File: config.mk
export PLATFORM = sky130hd
export DESIGN_NAME = wavegen_top
export DESIGN_NICKNAME = d
export VERILOG_FILES = /design/src/rtl/wavegen_axi_pkg.sv /design/src/rtl/wavegen_chan_pkg.sv /design/src/rtl/reg_bus_if.sv /design/src/rtl/wavegen_axi_slave.sv /design/src/rtl/wavegen_regs.sv /design/src/rtl/wavegen_scaler.sv /design/src/rtl/wavegen_top.sv
export VERILOG_INCLUDE_DIRS = /design/src /design/src/rtl
export SDC_FILE = /design/constraint.sdc
export NUM_CORES = 2
export LEC_CHECK = 0
export ABC_AREA = 1
export ABC_CLOCK_PERIOD_IN_PS = 8650
export BUFFER_PORTS_ARGS = -buffer_cell sky130_fd_sc_hd__buf_4
export CAP_MARGIN = 30
export CORE_MARGIN = 8
export CORE_UTILIZATION = 35
export CTS_CLUSTER_DIAMETER = 60
export DETAILED_ROUTE_END_ITERATION = 7
export GPL_ROUTABILITY_DRIVEN = 1
export GPL_TIMING_DRIVEN = 0
export HOLD_SLACK_MARGIN = 0.02
export SLEW_MARGIN = 20
export SYNTH_ARGS = -nofsm -noshare
export SYNTH_HDL_FRONTEND = slang
export SYNTH_SLANG_ARGS = --single-unit
File: constraint.sdc
create_clock -name axi_clk -period 8.65 [get_ports axi_clk]
set_input_delay 0 -clock axi_clk [delete_from_list [all_inputs] [get_ports axi_clk]]
set_output_delay 0 -clock axi_clk [all_outputs]
set_load 0.02 [all_outputs]
File: src/rtl/wavegen_cfg.svh
`ifndef WAVEGEN_CFG_SVH
`define WAVEGEN_CFG_SVH

// AXI4-Lite bus geometry, 16 words
`define WG_ADDR_W       6
`define WG_DATA_W       32
`define WG_STRB_W       (`WG_DATA_W / 8)

// Word index field inside the byte address
`define WG_IDX_MSB      5
`define WG_IDX_LSB      2

// Channel field widths
`define WG_SAMPLE_W     16
`define WG_FREQ_W       32
`define WG_MODE_W       4
// Q1.15 amplitude, fraction bits
`define WG_AMP_FRAC     15

// Reset defaults
`define WG_MODE_RESET   4'h0
`define WG_FREQ_RESET   32'h0000_0000
`define WG_OFFSET_RESET 16'h0000
`define WG_AMP_RESET    16'h7FFF

// STATUS bit of the always-set ready flag
`define WG_STATUS_READY 0

`endif

File: src/rtl/wavegen_axi_pkg.sv
`include "wavegen_cfg.svh"

package wavegen_axi_pkg;

    // Bus-side vectors
    typedef logic [`WG_ADDR_W-1:0] axi_addr_t;
    typedef logic [`WG_DATA_W-1:0] axi_data_t;
    typedef logic [`WG_STRB_W-1:0] axi_strb_t;
    typedef logic [1:0]            axi_resp_t;

    // Only response this slave ever gives
    localparam axi_resp_t RESP_OKAY = 2'b00;

    // Word index, 6 to 10 reserved
    typedef enum logic [3:0] {
        MODE     = 4'd0,
        RUN      = 4'd1,
        FREQ_A   = 4'd2,
        FREQ_B   = 4'd3,
        OFFSET   = 4'd4,
        AMPLTD   = 4'd5,
        RECONFIG = 4'd11,
        STATUS   = 4'd12,
        TRIGGER  = 4'd13
    } reg_idx_e;

    // AXI slave FSM
    typedef enum logic [2:0] {
        IDLE,
        WR_ACCEPT,
        WR_RESP,
        RD_ACCEPT,
        RD_DATA
    } slave_state_e;

endpackage

File: src/rtl/wavegen_chan_pkg.sv
`include "wavegen_cfg.svh"

package wavegen_chan_pkg;

    // Raw and scaled samples, two's complement
    typedef logic signed [`WG_SAMPLE_W-1:0] sample_t;

    // Amplitude, unsigned Q1.15
    typedef logic [`WG_SAMPLE_W-1:0] amp_t;

    // DC offset added after scaling
    typedef logic signed [`WG_SAMPLE_W-1:0] offset_t;

    // Frequency word, 100 uHz per LSB
    typedef logic [`WG_FREQ_W-1:0] freq_t;

    // Waveform selector for the external core
    typedef logic [`WG_MODE_W-1:0] mode_t;

endpackage

File: src/rtl/reg_bus_if.sv
`timescale 1ns/1ps

interface reg_bus_if;
    import wavegen_axi_pkg::*;

    // Write port, one-cycle strobe per accepted write
    logic      wr_en;
    reg_idx_e  wr_idx;
    axi_data_t wr_data;
    axi_strb_t wr_strb;

    // Read port, data follows index combinationally
    reg_idx_e  rd_idx;
    axi_data_t rd_data;

    modport master (
        output wr_en, wr_idx, wr_data, wr_strb, rd_idx,
        input  rd_data
    );

    modport target (
        input  wr_en, wr_idx, wr_data, wr_strb, rd_idx,
        output rd_data
    );

endinterface

File: src/rtl/wavegen_axi_slave.sv
`timescale 1ns/1ps
`include "wavegen_cfg.svh"

module wavegen_axi_slave (
    input  logic                      axi_clk,
    input  logic                      axi_resetn,
    input  wavegen_axi_pkg::axi_addr_t awaddr,
    input  logic                      awvalid,
    output logic                      awready,
    input  wavegen_axi_pkg::axi_data_t wdata,
    input  wavegen_axi_pkg::axi_strb_t wstrb,
    input  logic                      wvalid,
    output logic                      wready,
    output wavegen_axi_pkg::axi_resp_t bresp,
    output logic                      bvalid,
    input  logic                      bready,
    input  wavegen_axi_pkg::axi_addr_t araddr,
    input  logic                      arvalid,
    output logic                      arready,
    output wavegen_axi_pkg::axi_data_t rdata,
    output wavegen_axi_pkg::axi_resp_t rresp,
    output logic                      rvalid,
    input  logic                      rready,
    reg_bus_if.master                 bus
);
    import wavegen_axi_pkg::*;

    slave_state_e state;
    slave_state_e state_nxt;
    reg_idx_e     wr_idx_q;
    reg_idx_e     rd_idx_q;
    logic         wr_start;
    logic         rd_start;

    // ==================================================
    // FSM
    // ==================================================

    // Write needs address and data together, wins over read
    assign wr_start = (state == IDLE) && awvalid && wvalid;
    assign rd_start = (state == IDLE) && arvalid && !wr_start;

    always_comb begin
        state_nxt = state;
        case (state)
            IDLE: begin
                if (wr_start)
                    state_nxt = WR_ACCEPT;
                else if (rd_start)
                    state_nxt = RD_ACCEPT;
            end
            WR_ACCEPT: state_nxt = WR_RESP;
            // Hold response until master takes it
            WR_RESP:   if (bready) state_nxt = IDLE;
            RD_ACCEPT: state_nxt = RD_DATA;
            RD_DATA:   if (rready) state_nxt = IDLE;
            default:   state_nxt = IDLE;
        endcase
    end

    always_ff @(posedge axi_clk) begin
        if (!axi_resetn)
            state <= IDLE;
        else
            state <= state_nxt;
    end

    // Word index capture on acceptance
    always_ff @(posedge axi_clk) begin
        if (wr_start)
            wr_idx_q <= reg_idx_e'(awaddr[`WG_IDX_MSB:`WG_IDX_LSB]);
        if (rd_start)
            rd_idx_q <= reg_idx_e'(araddr[`WG_IDX_MSB:`WG_IDX_LSB]);
    end

    // Read data sampled in the accept cycle
    always_ff @(posedge axi_clk) begin
        if (state == RD_ACCEPT)
            rdata <= bus.rd_data;
    end

    // ==================================================
    // Handshake outputs
    // ==================================================
    assign awready = (state == WR_ACCEPT);
    assign wready  = (state == WR_ACCEPT);
    assign bvalid  = (state == WR_RESP);
    assign bresp   = RESP_OKAY;
    assign arready = (state == RD_ACCEPT);
    assign rvalid  = (state == RD_DATA);
    assign rresp   = RESP_OKAY;

    // Register bus, wdata still held by the master in WR_ACCEPT
    assign bus.wr_en   = (state == WR_ACCEPT);
    assign bus.wr_idx  = wr_idx_q;
    assign bus.wr_data = wdata;
    assign bus.wr_strb = wstrb;
    assign bus.rd_idx  = rd_idx_q;

    // Responses stay up until taken
    a_bvalid_hold: assert property (@(posedge axi_clk) disable iff (!axi_resetn)
        bvalid && !bready |=> bvalid)
        else $error("ERROR %0t: bvalid dropped before bready", $time);

    a_rvalid_hold: assert property (@(posedge axi_clk) disable iff (!axi_resetn)
        rvalid && !rready |=> rvalid)
        else $error("ERROR %0t: rvalid dropped before rready", $time);

    // Register write only with both channels still offered
    a_wr_en_accept: assert property (@(posedge axi_clk) disable iff (!axi_resetn)
        bus.wr_en |-> state == WR_ACCEPT && awvalid && wvalid)
        else $error("ERROR %0t: wr_en outside an accepted write", $time);

endmodule

File: src/rtl/wavegen_regs.sv
`timescale 1ns/1ps
`include "wavegen_cfg.svh"

module wavegen_regs (
    input  logic                      axi_clk,
    input  logic                      axi_resetn,
    reg_bus_if.target                 bus,
    output wavegen_chan_pkg::mode_t   mode_a,
    output wavegen_chan_pkg::mode_t   mode_b,
    output wavegen_chan_pkg::freq_t   freq_a,
    output wavegen_chan_pkg::freq_t   freq_b,
    output wavegen_chan_pkg::amp_t    amp_a,
    output wavegen_chan_pkg::amp_t    amp_b,
    output wavegen_chan_pkg::offset_t offset_a,
    output wavegen_chan_pkg::offset_t offset_b,
    output logic                      enable_a,
    output logic                      enable_b,
    output logic                      trigger_a,
    output logic                      trigger_b
);
    import wavegen_axi_pkg::*;
    import wavegen_chan_pkg::*;

    // Shadow copies, written by software
    mode_t   sh_mode_a, sh_mode_b;
    freq_t   sh_freq_a, sh_freq_b;
    offset_t sh_offset_a, sh_offset_b;
    amp_t    sh_amp_a, sh_amp_b;
    logic    sh_enable_a, sh_enable_b;

    // High for the one cycle in which shadow moves to active
    logic    reconfig_busy;

    // Byte-lane merge of a write into a word
    function automatic axi_data_t apply_strb(axi_data_t old_w, axi_data_t new_w,
                                             axi_strb_t strb);
        axi_data_t res;
        res = old_w;
        for (int b = 0; b < `WG_STRB_W; b++) begin
            if (strb[b])
                res[b*8 +: 8] = new_w[b*8 +: 8];
        end
        return res;
    endfunction

    // ==================================================
    // Write side
    // ==================================================
    always_ff @(posedge axi_clk) begin
        if (!axi_resetn) begin
            sh_mode_a     <= `WG_MODE_RESET;
            sh_mode_b     <= `WG_MODE_RESET;
            sh_freq_a     <= `WG_FREQ_RESET;
            sh_freq_b     <= `WG_FREQ_RESET;
            sh_offset_a   <= `WG_OFFSET_RESET;
            sh_offset_b   <= `WG_OFFSET_RESET;
            sh_amp_a      <= `WG_AMP_RESET;
            sh_amp_b      <= `WG_AMP_RESET;
            sh_enable_a   <= 1'b0;
            sh_enable_b   <= 1'b0;
            mode_a        <= `WG_MODE_RESET;
            mode_b        <= `WG_MODE_RESET;
            freq_a        <= `WG_FREQ_RESET;
            freq_b        <= `WG_FREQ_RESET;
            offset_a      <= `WG_OFFSET_RESET;
            offset_b      <= `WG_OFFSET_RESET;
            amp_a         <= `WG_AMP_RESET;
            amp_b         <= `WG_AMP_RESET;
            enable_a      <= 1'b0;
            enable_b      <= 1'b0;
            reconfig_busy <= 1'b0;
            trigger_a     <= 1'b0;
            trigger_b     <= 1'b0;
        end else begin
            // Pulses clear by default
            trigger_a     <= 1'b0;
            trigger_b     <= 1'b0;
            reconfig_busy <= 1'b0;

            // Apply whole shadow set in one clock
            if (reconfig_busy) begin
                mode_a   <= sh_mode_a;
                mode_b   <= sh_mode_b;
                freq_a   <= sh_freq_a;
                freq_b   <= sh_freq_b;
                offset_a <= sh_offset_a;
                offset_b <= sh_offset_b;
                amp_a    <= sh_amp_a;
                amp_b    <= sh_amp_b;
                enable_a <= sh_enable_a;
                enable_b <= sh_enable_b;
            end

            // Later assignments win, so a RUN write beats the apply
            if (bus.wr_en) begin
                case (bus.wr_idx)
                    MODE: begin
                        if (bus.wr_strb[0])
                            {sh_mode_b, sh_mode_a} <= bus.wr_data[2*`WG_MODE_W-1:0];
                    end
                    RUN: begin
                        // Enables bypass the shadow stage
                        if (bus.wr_strb[0]) begin
                            {enable_b, enable_a}       <= bus.wr_data[1:0];
                            {sh_enable_b, sh_enable_a} <= bus.wr_data[1:0];
                        end
                    end
                    FREQ_A: sh_freq_a <= apply_strb(sh_freq_a, bus.wr_data, bus.wr_strb);
                    FREQ_B: sh_freq_b <= apply_strb(sh_freq_b, bus.wr_data, bus.wr_strb);
                    OFFSET: begin
                        {sh_offset_b, sh_offset_a} <=
                            apply_strb({sh_offset_b, sh_offset_a}, bus.wr_data, bus.wr_strb);
                    end
                    AMPLTD: begin
                        {sh_amp_b, sh_amp_a} <=
                            apply_strb({sh_amp_b, sh_amp_a}, bus.wr_data, bus.wr_strb);
                    end
                    RECONFIG: reconfig_busy <= 1'b1;
                    TRIGGER: begin
                        trigger_a <= bus.wr_data[0];
                        trigger_b <= bus.wr_data[1];
                    end
                    default: ;
                endcase
            end
        end
    end

    // ==================================================
    // Read mux, active values only
    // ==================================================
    always_comb begin
        bus.rd_data = '0;
        case (bus.rd_idx)
            MODE:   bus.rd_data[2*`WG_MODE_W-1:0] = {mode_b, mode_a};
            RUN:    bus.rd_data[1:0] = {enable_b, enable_a};
            FREQ_A: bus.rd_data = freq_a;
            FREQ_B: bus.rd_data = freq_b;
            OFFSET: bus.rd_data = {offset_b, offset_a};
            AMPLTD: bus.rd_data = {amp_b, amp_a};
            STATUS: begin
                bus.rd_data[3] = enable_b;
                bus.rd_data[2] = enable_a;
                bus.rd_data[1] = reconfig_busy;
                bus.rd_data[`WG_STATUS_READY] = 1'b1;
            end
            // TRIGGER, RECONFIG and reserved words
            default: bus.rd_data = '0;
        endcase
    end

    // Single-cycle control pulses
    a_trigger_pulse: assert property (@(posedge axi_clk) disable iff (!axi_resetn)
        (trigger_a || trigger_b) |=> !trigger_a && !trigger_b)
        else $error("ERROR %0t: trigger longer than one cycle", $time);

    a_busy_pulse: assert property (@(posedge axi_clk) disable iff (!axi_resetn)
        reconfig_busy |=> !reconfig_busy)
        else $error("ERROR %0t: reconfig_busy longer than one cycle", $time);

endmodule

File: src/rtl/wavegen_scaler.sv
`timescale 1ns/1ps
`include "wavegen_cfg.svh"

module wavegen_scaler (
    input  logic                      axi_clk,
    input  logic                      axi_resetn,
    input  wavegen_chan_pkg::sample_t wave_a,
    input  wavegen_chan_pkg::sample_t wave_b,
    input  wavegen_chan_pkg::amp_t    amp_a,
    input  wavegen_chan_pkg::amp_t    amp_b,
    input  wavegen_chan_pkg::offset_t offset_a,
    input  wavegen_chan_pkg::offset_t offset_b,
    input  logic                      enable_a,
    input  logic                      enable_b,
    output wavegen_chan_pkg::sample_t out_a,
    output wavegen_chan_pkg::sample_t out_b
);
    import wavegen_chan_pkg::*;

    // Amplitude zero-extended so full Q1.15 range stays positive
    function automatic sample_t scale(sample_t wave, amp_t amp, offset_t offset);
        logic signed [2*`WG_SAMPLE_W:0] prod;
        logic signed [2*`WG_SAMPLE_W:0] shifted;
        prod    = $signed({1'b0, amp}) * wave;
        shifted = prod >>> `WG_AMP_FRAC;
        // Sum wraps to sample width
        return sample_t'(shifted[`WG_SAMPLE_W-1:0] + offset);
    endfunction

    always_ff @(posedge axi_clk) begin
        if (!axi_resetn) begin
            out_a <= '0;
            out_b <= '0;
        end else begin
            // Disabled channel parks at zero
            out_a <= enable_a ? scale(wave_a, amp_a, offset_a) : '0;
            out_b <= enable_b ? scale(wave_b, amp_b, offset_b) : '0;
        end
    end

endmodule

File: src/rtl/wavegen_top.sv
`timescale 1ns/1ps

module wavegen_top (
    input  logic                       axi_clk,
    input  logic                       axi_resetn,
    input  wavegen_axi_pkg::axi_addr_t  awaddr,
    input  logic                       awvalid,
    output logic                       awready,
    input  wavegen_axi_pkg::axi_data_t  wdata,
    input  wavegen_axi_pkg::axi_strb_t  wstrb,
    input  logic                       wvalid,
    output logic                       wready,
    output wavegen_axi_pkg::axi_resp_t  bresp,
    output logic                       bvalid,
    input  logic                       bready,
    input  wavegen_axi_pkg::axi_addr_t  araddr,
    input  logic                       arvalid,
    output logic                       arready,
    output wavegen_axi_pkg::axi_data_t  rdata,
    output wavegen_axi_pkg::axi_resp_t  rresp,
    output logic                       rvalid,
    input  logic                       rready,
    output wavegen_chan_pkg::mode_t     mode_a,
    output wavegen_chan_pkg::mode_t     mode_b,
    output wavegen_chan_pkg::freq_t     freq_a,
    output wavegen_chan_pkg::freq_t     freq_b,
    output logic                       trigger_a,
    output logic                       trigger_b,
    input  wavegen_chan_pkg::sample_t   wave_a,
    input  wavegen_chan_pkg::sample_t   wave_b,
    output wavegen_chan_pkg::sample_t   out_a,
    output wavegen_chan_pkg::sample_t   out_b
);
    import wavegen_chan_pkg::*;

    // Active settings feeding the output stage
    amp_t    amp_a, amp_b;
    offset_t offset_a, offset_b;
    logic    enable_a, enable_b;

    reg_bus_if u_bus ();

    wavegen_axi_slave u_axi_slave (
        .axi_clk    (axi_clk),
        .axi_resetn (axi_resetn),
        .awaddr     (awaddr),
        .awvalid    (awvalid),
        .awready    (awready),
        .wdata      (wdata),
        .wstrb      (wstrb),
        .wvalid     (wvalid),
        .wready     (wready),
        .bresp      (bresp),
        .bvalid     (bvalid),
        .bready     (bready),
        .araddr     (araddr),
        .arvalid    (arvalid),
        .arready    (arready),
        .rdata      (rdata),
        .rresp      (rresp),
        .rvalid     (rvalid),
        .rready     (rready),
        .bus        (u_bus.master)
    );

    wavegen_regs u_regs (
        .axi_clk    (axi_clk),
        .axi_resetn (axi_resetn),
        .bus        (u_bus.target),
        .mode_a     (mode_a),
        .mode_b     (mode_b),
        .freq_a     (freq_a),
        .freq_b     (freq_b),
        .amp_a      (amp_a),
        .amp_b      (amp_b),
        .offset_a   (offset_a),
        .offset_b   (offset_b),
        .enable_a   (enable_a),
        .enable_b   (enable_b),
        .trigger_a  (trigger_a),
        .trigger_b  (trigger_b)
    );

    wavegen_scaler u_scaler (
        .axi_clk    (axi_clk),
        .axi_resetn (axi_resetn),
        .wave_a     (wave_a),
        .wave_b     (wave_b),
        .amp_a      (amp_a),
        .amp_b      (amp_b),
        .offset_a   (offset_a),
        .offset_b   (offset_b),
        .enable_a   (enable_a),
        .enable_b   (enable_b),
        .out_a      (out_a),
        .out_b      (out_b)
    );

endmodule

# After elaboration in Yosys (flattened, before gate mapping)
# Cells that the tools add are included.
# totals
register_bits	354
latch_bits	0
ram_bits	0
romBits	0
input_bits	87
output_inout_bits	147
elab_cells	112
memories	0
# classes
add_sub_neg	2
multipliers	2
n_div	0
order_cmp	0
n_eq_ne	20
n_shift	0
n_mux	18
n_bitwise	0
reduce_logical	31
# ops
cell	n
one-hot mux 24 bit (4 select lines)	1
multiplier 17 x 16 -> 31 bit	2
AND reduction 3 bit	20
adder 16 bit	2
one-hot mux 4 bit (5 select lines)	1
equality test 4 x 2 -> 1 bit (second input constant)	4
equality test 4 x 3 -> 1 bit (second input constant)	4
one-hot mux 3 bit (5 select lines)	1
one-hot mux 2 bit (7 select lines)	1
equality test 4 bit (second input constant)	3
two-way mux 3 bit	4
one-hot mux 2 bit (6 select lines)	1
two-way mux 1 bit	9
equality test 4 x 1 -> 1 bit (second input constant)	2
logical NOT 4 bit	2
equality test 3 x 2 -> 1 bit (second input constant)	2
AND reduction 2 bit	3
logical AND 1 bit	4
inequality test 2 x 1 -> 1 bit (second input constant)	2
equality test 3 x 1 -> 1 bit (second input constant)	1
equality test 3 bit (second input constant)	1
logical NOT 3 bit	1
inequality test 3 x 1 -> 1 bit (second input constant)	1
logical NOT 1 bit	1

# Longest topological paths before layout
# logic_depth
depth_word	8
depth_mapped	36
ltp_nobuf	34

# Hierarchy
# Synthesis repeated with hierarchy kept, for this count alone.
# unflattened
cells_unflattened	4524
area_unflattened_um2	33322.0
# modules_own_cells
module	instances	cells_per_inst	area_per_inst_um2	seq_area_each_um2
wavegen_scaler	1	2806	20275.7	640.6
wavegen_regs	1	1603	11302.1	5585.4
wavegen_axi_slave	1	115	1744.2	1261.2

# Least setup slack after synthesis
# No wires, ideal clock.
# synth_path
kind	register -> register
from	reg u_regs.amp_a[12]
to	reg u_scaler.out_a[10]
arrival_time_ns	6.372
required_time_ns	8.537
path_slack_ns	2.165
stages_incl_launch_ff	33
n_path_buf	2
period_less_slack_ns	6.485
path_cell_list	dfxtp_1 > clkbuf_1 > clkbuf_1 > nand2_1 > fa_1 > fa_1 > inv_1 > fa_1 > fa_1 > fa_1 > inv_1 > fa_1 > inv_1 > ha_1 > nand2_1 > nor2_1 > inv_1 > nor3_1 > nand2_1 > nand3_1 > xor2_1 > ha_1 > fa_1 > nand3_1 > nand3_1 > inv_1 > nor2_1 > nor2_1 > o21ai_0 > nand2_1 > nand2_1 > nor2_1 > nor2_1
# synth_via
elab_chain_len	2
# synth_lines
element	line	text
start, declared	wavegen_regs.sv:12	output wavegen_chan_pkg::amp_t amp_a,
start signal, assigned	wavegen_regs.sv:67	amp_a <= `WG_AMP_RESET;
start signal, assigned	wavegen_regs.sv:88	amp_a <= sh_amp_a;
multiplier 17 x 16 -> 31 bit	wavegen_scaler.sv:24	prod = $signed({1'b0, amp}) * wave;
adder 16 bit	wavegen_scaler.sv:27	return sample_t'(shifted[`WG_SAMPLE_W-1:0] + offset);
end signal, assigned	wavegen_scaler.sv:36	out_a <= enable_a ? scale(wave_a, amp_a, offset_a) : '0;
end, declared	wavegen_scaler.sv:15	output wavegen_chan_pkg::sample_t out_a,
# Every way passes these cells.
# A chain may end at the register's enable or synchronous reset.

# Worst setup path after layout
# layout_path
from	reg u_regs.amp_a[5]
to	reg u_scaler.out_a[10]
# The elaborated chain is that of the path after synthesis.

==> run summary <==
violation count after the first detailed-routing iteration = 2242
worst hold path stage count = 5
setup TNS = 0 ns
number of gates given a new drive strength after cts = 0
mean instance size in the synthesized netlist = 7.50 um2
total placed cells including tap cells = 5689
Initial Util = 35.2%
total of max-cap violations = 0
gate count after technology mapping = 4295
relative slew slack = 28.5%
final std cell area, no fill = 36900 um2
classification of the worst setup path = flip-flop to flip-flop
total wirelength of the detailed-routed design = 110000 um
result of the run = finished, final reports clean
count of standard-cell rows = 111
depth of the worst register-to-register path = 33
reg-to-reg slack, setup = 0.61 ns
clock-pin transition on the worst setup and hold timing paths = 0.07 ns
fin crit share = 93.0%
root buf cell = clkbuf_16
endpoints failing hold = 0
buffers plus inverters on the worst setup path = 7
Area Overhead vs Synth = 14.5%
timing-limited maximum frequency = 0.124 GHz
first-pass GRT wire length = 170000 um
non-filler instance count after layout = 5807
number of buffers between clock root and the deepest sink = 3
RSZ-0062 raised after global routing = no
overall overflow remaining after global route = 0
CP endpoint kind = flip-flop
Hold WC Path Type = input pin to flip-flop
Mapped Area = 32200 um2
critical path required time = 9.10 ns
Floorplan Core Area = 91400 um2
vias per cell = 4.94
TritonCTS buffer count = 36
x dimension of the die = 319 um
number of buffer cells added on primary ports = 197
post-layout min period = 8.04 ns
die outline area = 102000 um2
clock sink count = 354
count of yosys warnings during synthesis = 0
highest net fanout along the worst path = 10
slowest library cell on the worst path = clkbuf_1
placed wire-length estimate after detailed placement = 89100 um
placed standard-cell area = 35200 um2
portion of the post-synthesis area used by sequential elements = 23.3%
endpoint of the most critical register-to-register path = u_scaler.out_a[10]$_SDFF_PN0_
number of inserted filler cells in the final layout = 9569
crit path launch type = flip-flop
Total GRT Usage = 21.2%
data arrival time of the worst path = 8.49 ns
Clock Latency Late Sink = 0.56 ns
destination of the worst hold path = u_regs.sh_amp_b[14]$_SDFFE_PN1P_
number of antenna violations at the first check in global routing = 8
number of I/O pins = 234
r2r startpoint = u_regs.amp_a[5]$_SDFFE_PN1P_
count of cell types in the netlist = 43
worst clock skew = 0.0348 ns
total DRC errors in the routed layout = 0
weighted congestion reported at the end of routability-driven placement = 0.946
Largest stage delay, worst path = 0.68 ns
fraction of final layout cells with drive strength greater than 1 = 6.65%
final slew viol count = 0
overall die height = 319 um
H-tree levels = 2
Least-Margin Pin Slew = 1.07 ns
vias in the first global route = 28800
largest delay contributor family on the critical path = adder cells
antenna-violating nets left = 0
CTS tree = yes
detailed-router iteration count before antenna repair = 6
routed length per instance = 19.0 um
Setup Viol. Count Final = 0
post-synthesis register bit count = 354
origin of the worst min-delay path = wstrb[3]
Vias = 28700
pin count of the biggest net entering global routing = 16
count of nets after finishing = 5314
layer usage:
layer  part of all wire (%)  vias to the layer above  routed length (um)  GRT usage, %
li1                       -                    13600                   -             -
met1                     43                    13800               47000          27.9
met2                     46                     1076               50700          34.9
met3                    6.8                      217                7500          3.08
met4                    4.4                        2                4880          8.76
met5                  0.011                        -                  12             0
synthesized netlist by cell type, drive strengths merged:
master,count,area (um2)
clkinv,3,11.3
o2111ai,16,140
fa,388,7770
a31oi,6,37.5
nor3b,2,15.0
or2,1,6.26
a221o,2,20.0
clkbuf,186,698
nand3b,3,22.5
o21bai,13,97.6
nor3,30,166
a221oi,4,35.0
buf,18,105
ha,248,3100
o21a,11,82.6
nor4,6,37.5
edfxtp,40,1200
nand3,128,641
dfxtp,314,6290
o21ai,284,1420
xnor2,7,61.3
o211ai,5,37.5
nor2,556,2180
xor2,17,149
nand2,956,3610
a21boi,3,22.5
a21o,10,75.1
a211oi,1,7.51
nand4,19,119
o22ai,3,18.8
inv,867,3250
a32o,5,50.1
a21oi,142,711
conb,1,3.75
placed cells by master (no fill, tap or decap), types with 3 or more instances in the layout:
cell type / synthesis / final
o2111ai_1: 16 / 16
xnor2_1: 7 / 7
nand2_1: 952 / 952
buf_4: 7 / 207
nor4_1: 6 / 6
o22ai_1: 3 / 3
o21a_1: 11 / 11
a31oi_1: 6 / 6
conb_1: 1 / 4
o21bai_1: 13 / 13
nor2_1: 543 / 543
o21ai_1: 4 / 4
nor3_1: 28 / 27
clkbuf_16: 0 / 36
dfxtp_1: 314 / 314
clkbuf_8: 0 / 7
clkbuf_1: 186 / 197
dlygate4sd3_1: 0 / 50
nand3b_1: 3 / 3
inv_1: 853 / 853
buf_6: 0 / 3
edfxtp_1: 40 / 40
nand3_1: 128 / 128
nand4_1: 19 / 19
a21boi_0: 3 / 3
a21oi_1: 142 / 142
o21ai_0: 280 / 280
buf_2: 9 / 11
diode_2: 0 / 6
inv_2: 14 / 14
a32o_1: 5 / 5
o211ai_1: 5 / 5
xor2_1: 17 / 17
a221oi_1: 4 / 4
clkinv_1: 3 / 3
fa_1: 388 / 388
a21o_1: 10 / 10
nor2_4: 13 / 13
ha_1: 248 / 248
worst register-to-register path: cells and delay by family, from the launching register on:
| kind | cells | cell delay, ns |
|---|---|---|
| flip-flops | 1 | 0.30 |
| AND/OR/NAND/NOR | 15 | 1.53 |
| XOR/XNOR | 1 | 0.35 |
| AO/OA/AOI/OAI | 1 | 0.31 |
| adder cells (fa/ha/maj) | 9 | 3.80 |
| buffers and inverters | 7 | 1.63 |
per-stage QoR:
step	util [%]	hold WS, ns	worst slack (ns)
after floorplan	-	0.0989	2.17
after global routing	40.3	0.103	0.119
after global placement	38.5	0.180	0.718
final	40.3	0.0760	0.608
after detailed placement	38.6	0.180	0.703
after CTS	40.3	0.0518	0.674
kinds of logic (layout without fill, tap and decap cells):
logic type      after synthesis  in the layout  synth area share, %
fa+ha+maj                   636            636                 33.8
flops                       354            354                 23.3
other cells                   1             10               0.0116
xor+xnor                     24             24                0.653
compound gates              505            505                 8.56
simple gates               1701           1701                 21.1
buf+inv                    1074           1391                 12.6
how the worst max path moves through the flow:
stage	startpoint	slack [ns]	to	cells past startpoint
after floorplan	u_regs.amp_a[12]$_SDFFE_PN1P_	2.17	u_scaler.out_a[10]$_SDFF_PN0_	32
after global placement	u_regs.amp_a[3]$_SDFFE_PN1P_	0.72	u_scaler.out_a[10]$_SDFF_PN0_	33
after detailed placement	u_regs.amp_a[6]$_SDFFE_PN1P_	0.70	u_scaler.out_a[10]$_SDFF_PN0_	33
after CTS	u_regs.amp_a[6]$_SDFFE_PN1P_	0.67	u_scaler.out_a[10]$_SDFF_PN0_	33
after global routing	u_regs.amp_a[5]$_SDFFE_PN1P_	0.12	u_scaler.out_a[10]$_SDFF_PN0_	33
final	u_regs.amp_a[5]$_SDFFE_PN1P_	0.61	u_scaler.out_a[10]$_SDFF_PN0_	33
cell type report:
class	instances	area [um2]	share of cell area, %
multi-input combinational	2870	20700	56.0
sequential	354	7490	20.3
inverter	870	3270	8.86
timing repair buffer	255	2050	5.55
tap	1186	1480	4.03
clock buffer	54	1040	2.82
buffer	204	803	2.18
clock inverter	8	70.1	0.190
antenna	6	15.0	0.0407
registers in the layout, indices dropped and copies added (netlist names), 32 cells and up:
register	flops
u_axi_slave.rdata	32
u_regs.freq_a	32
u_regs.freq_b	32
u_regs.sh_freq_a	32
u_regs.sh_freq_b	32
timing repair:
action	CTS	global route
buffers inserted	0	0
hold endpoints to repair	160	0
hold buffers	50	0
Power is left out: the tool's default activity adds up to more than one toggle a clock period on the data nets, which glitch-free logic cannot reach.
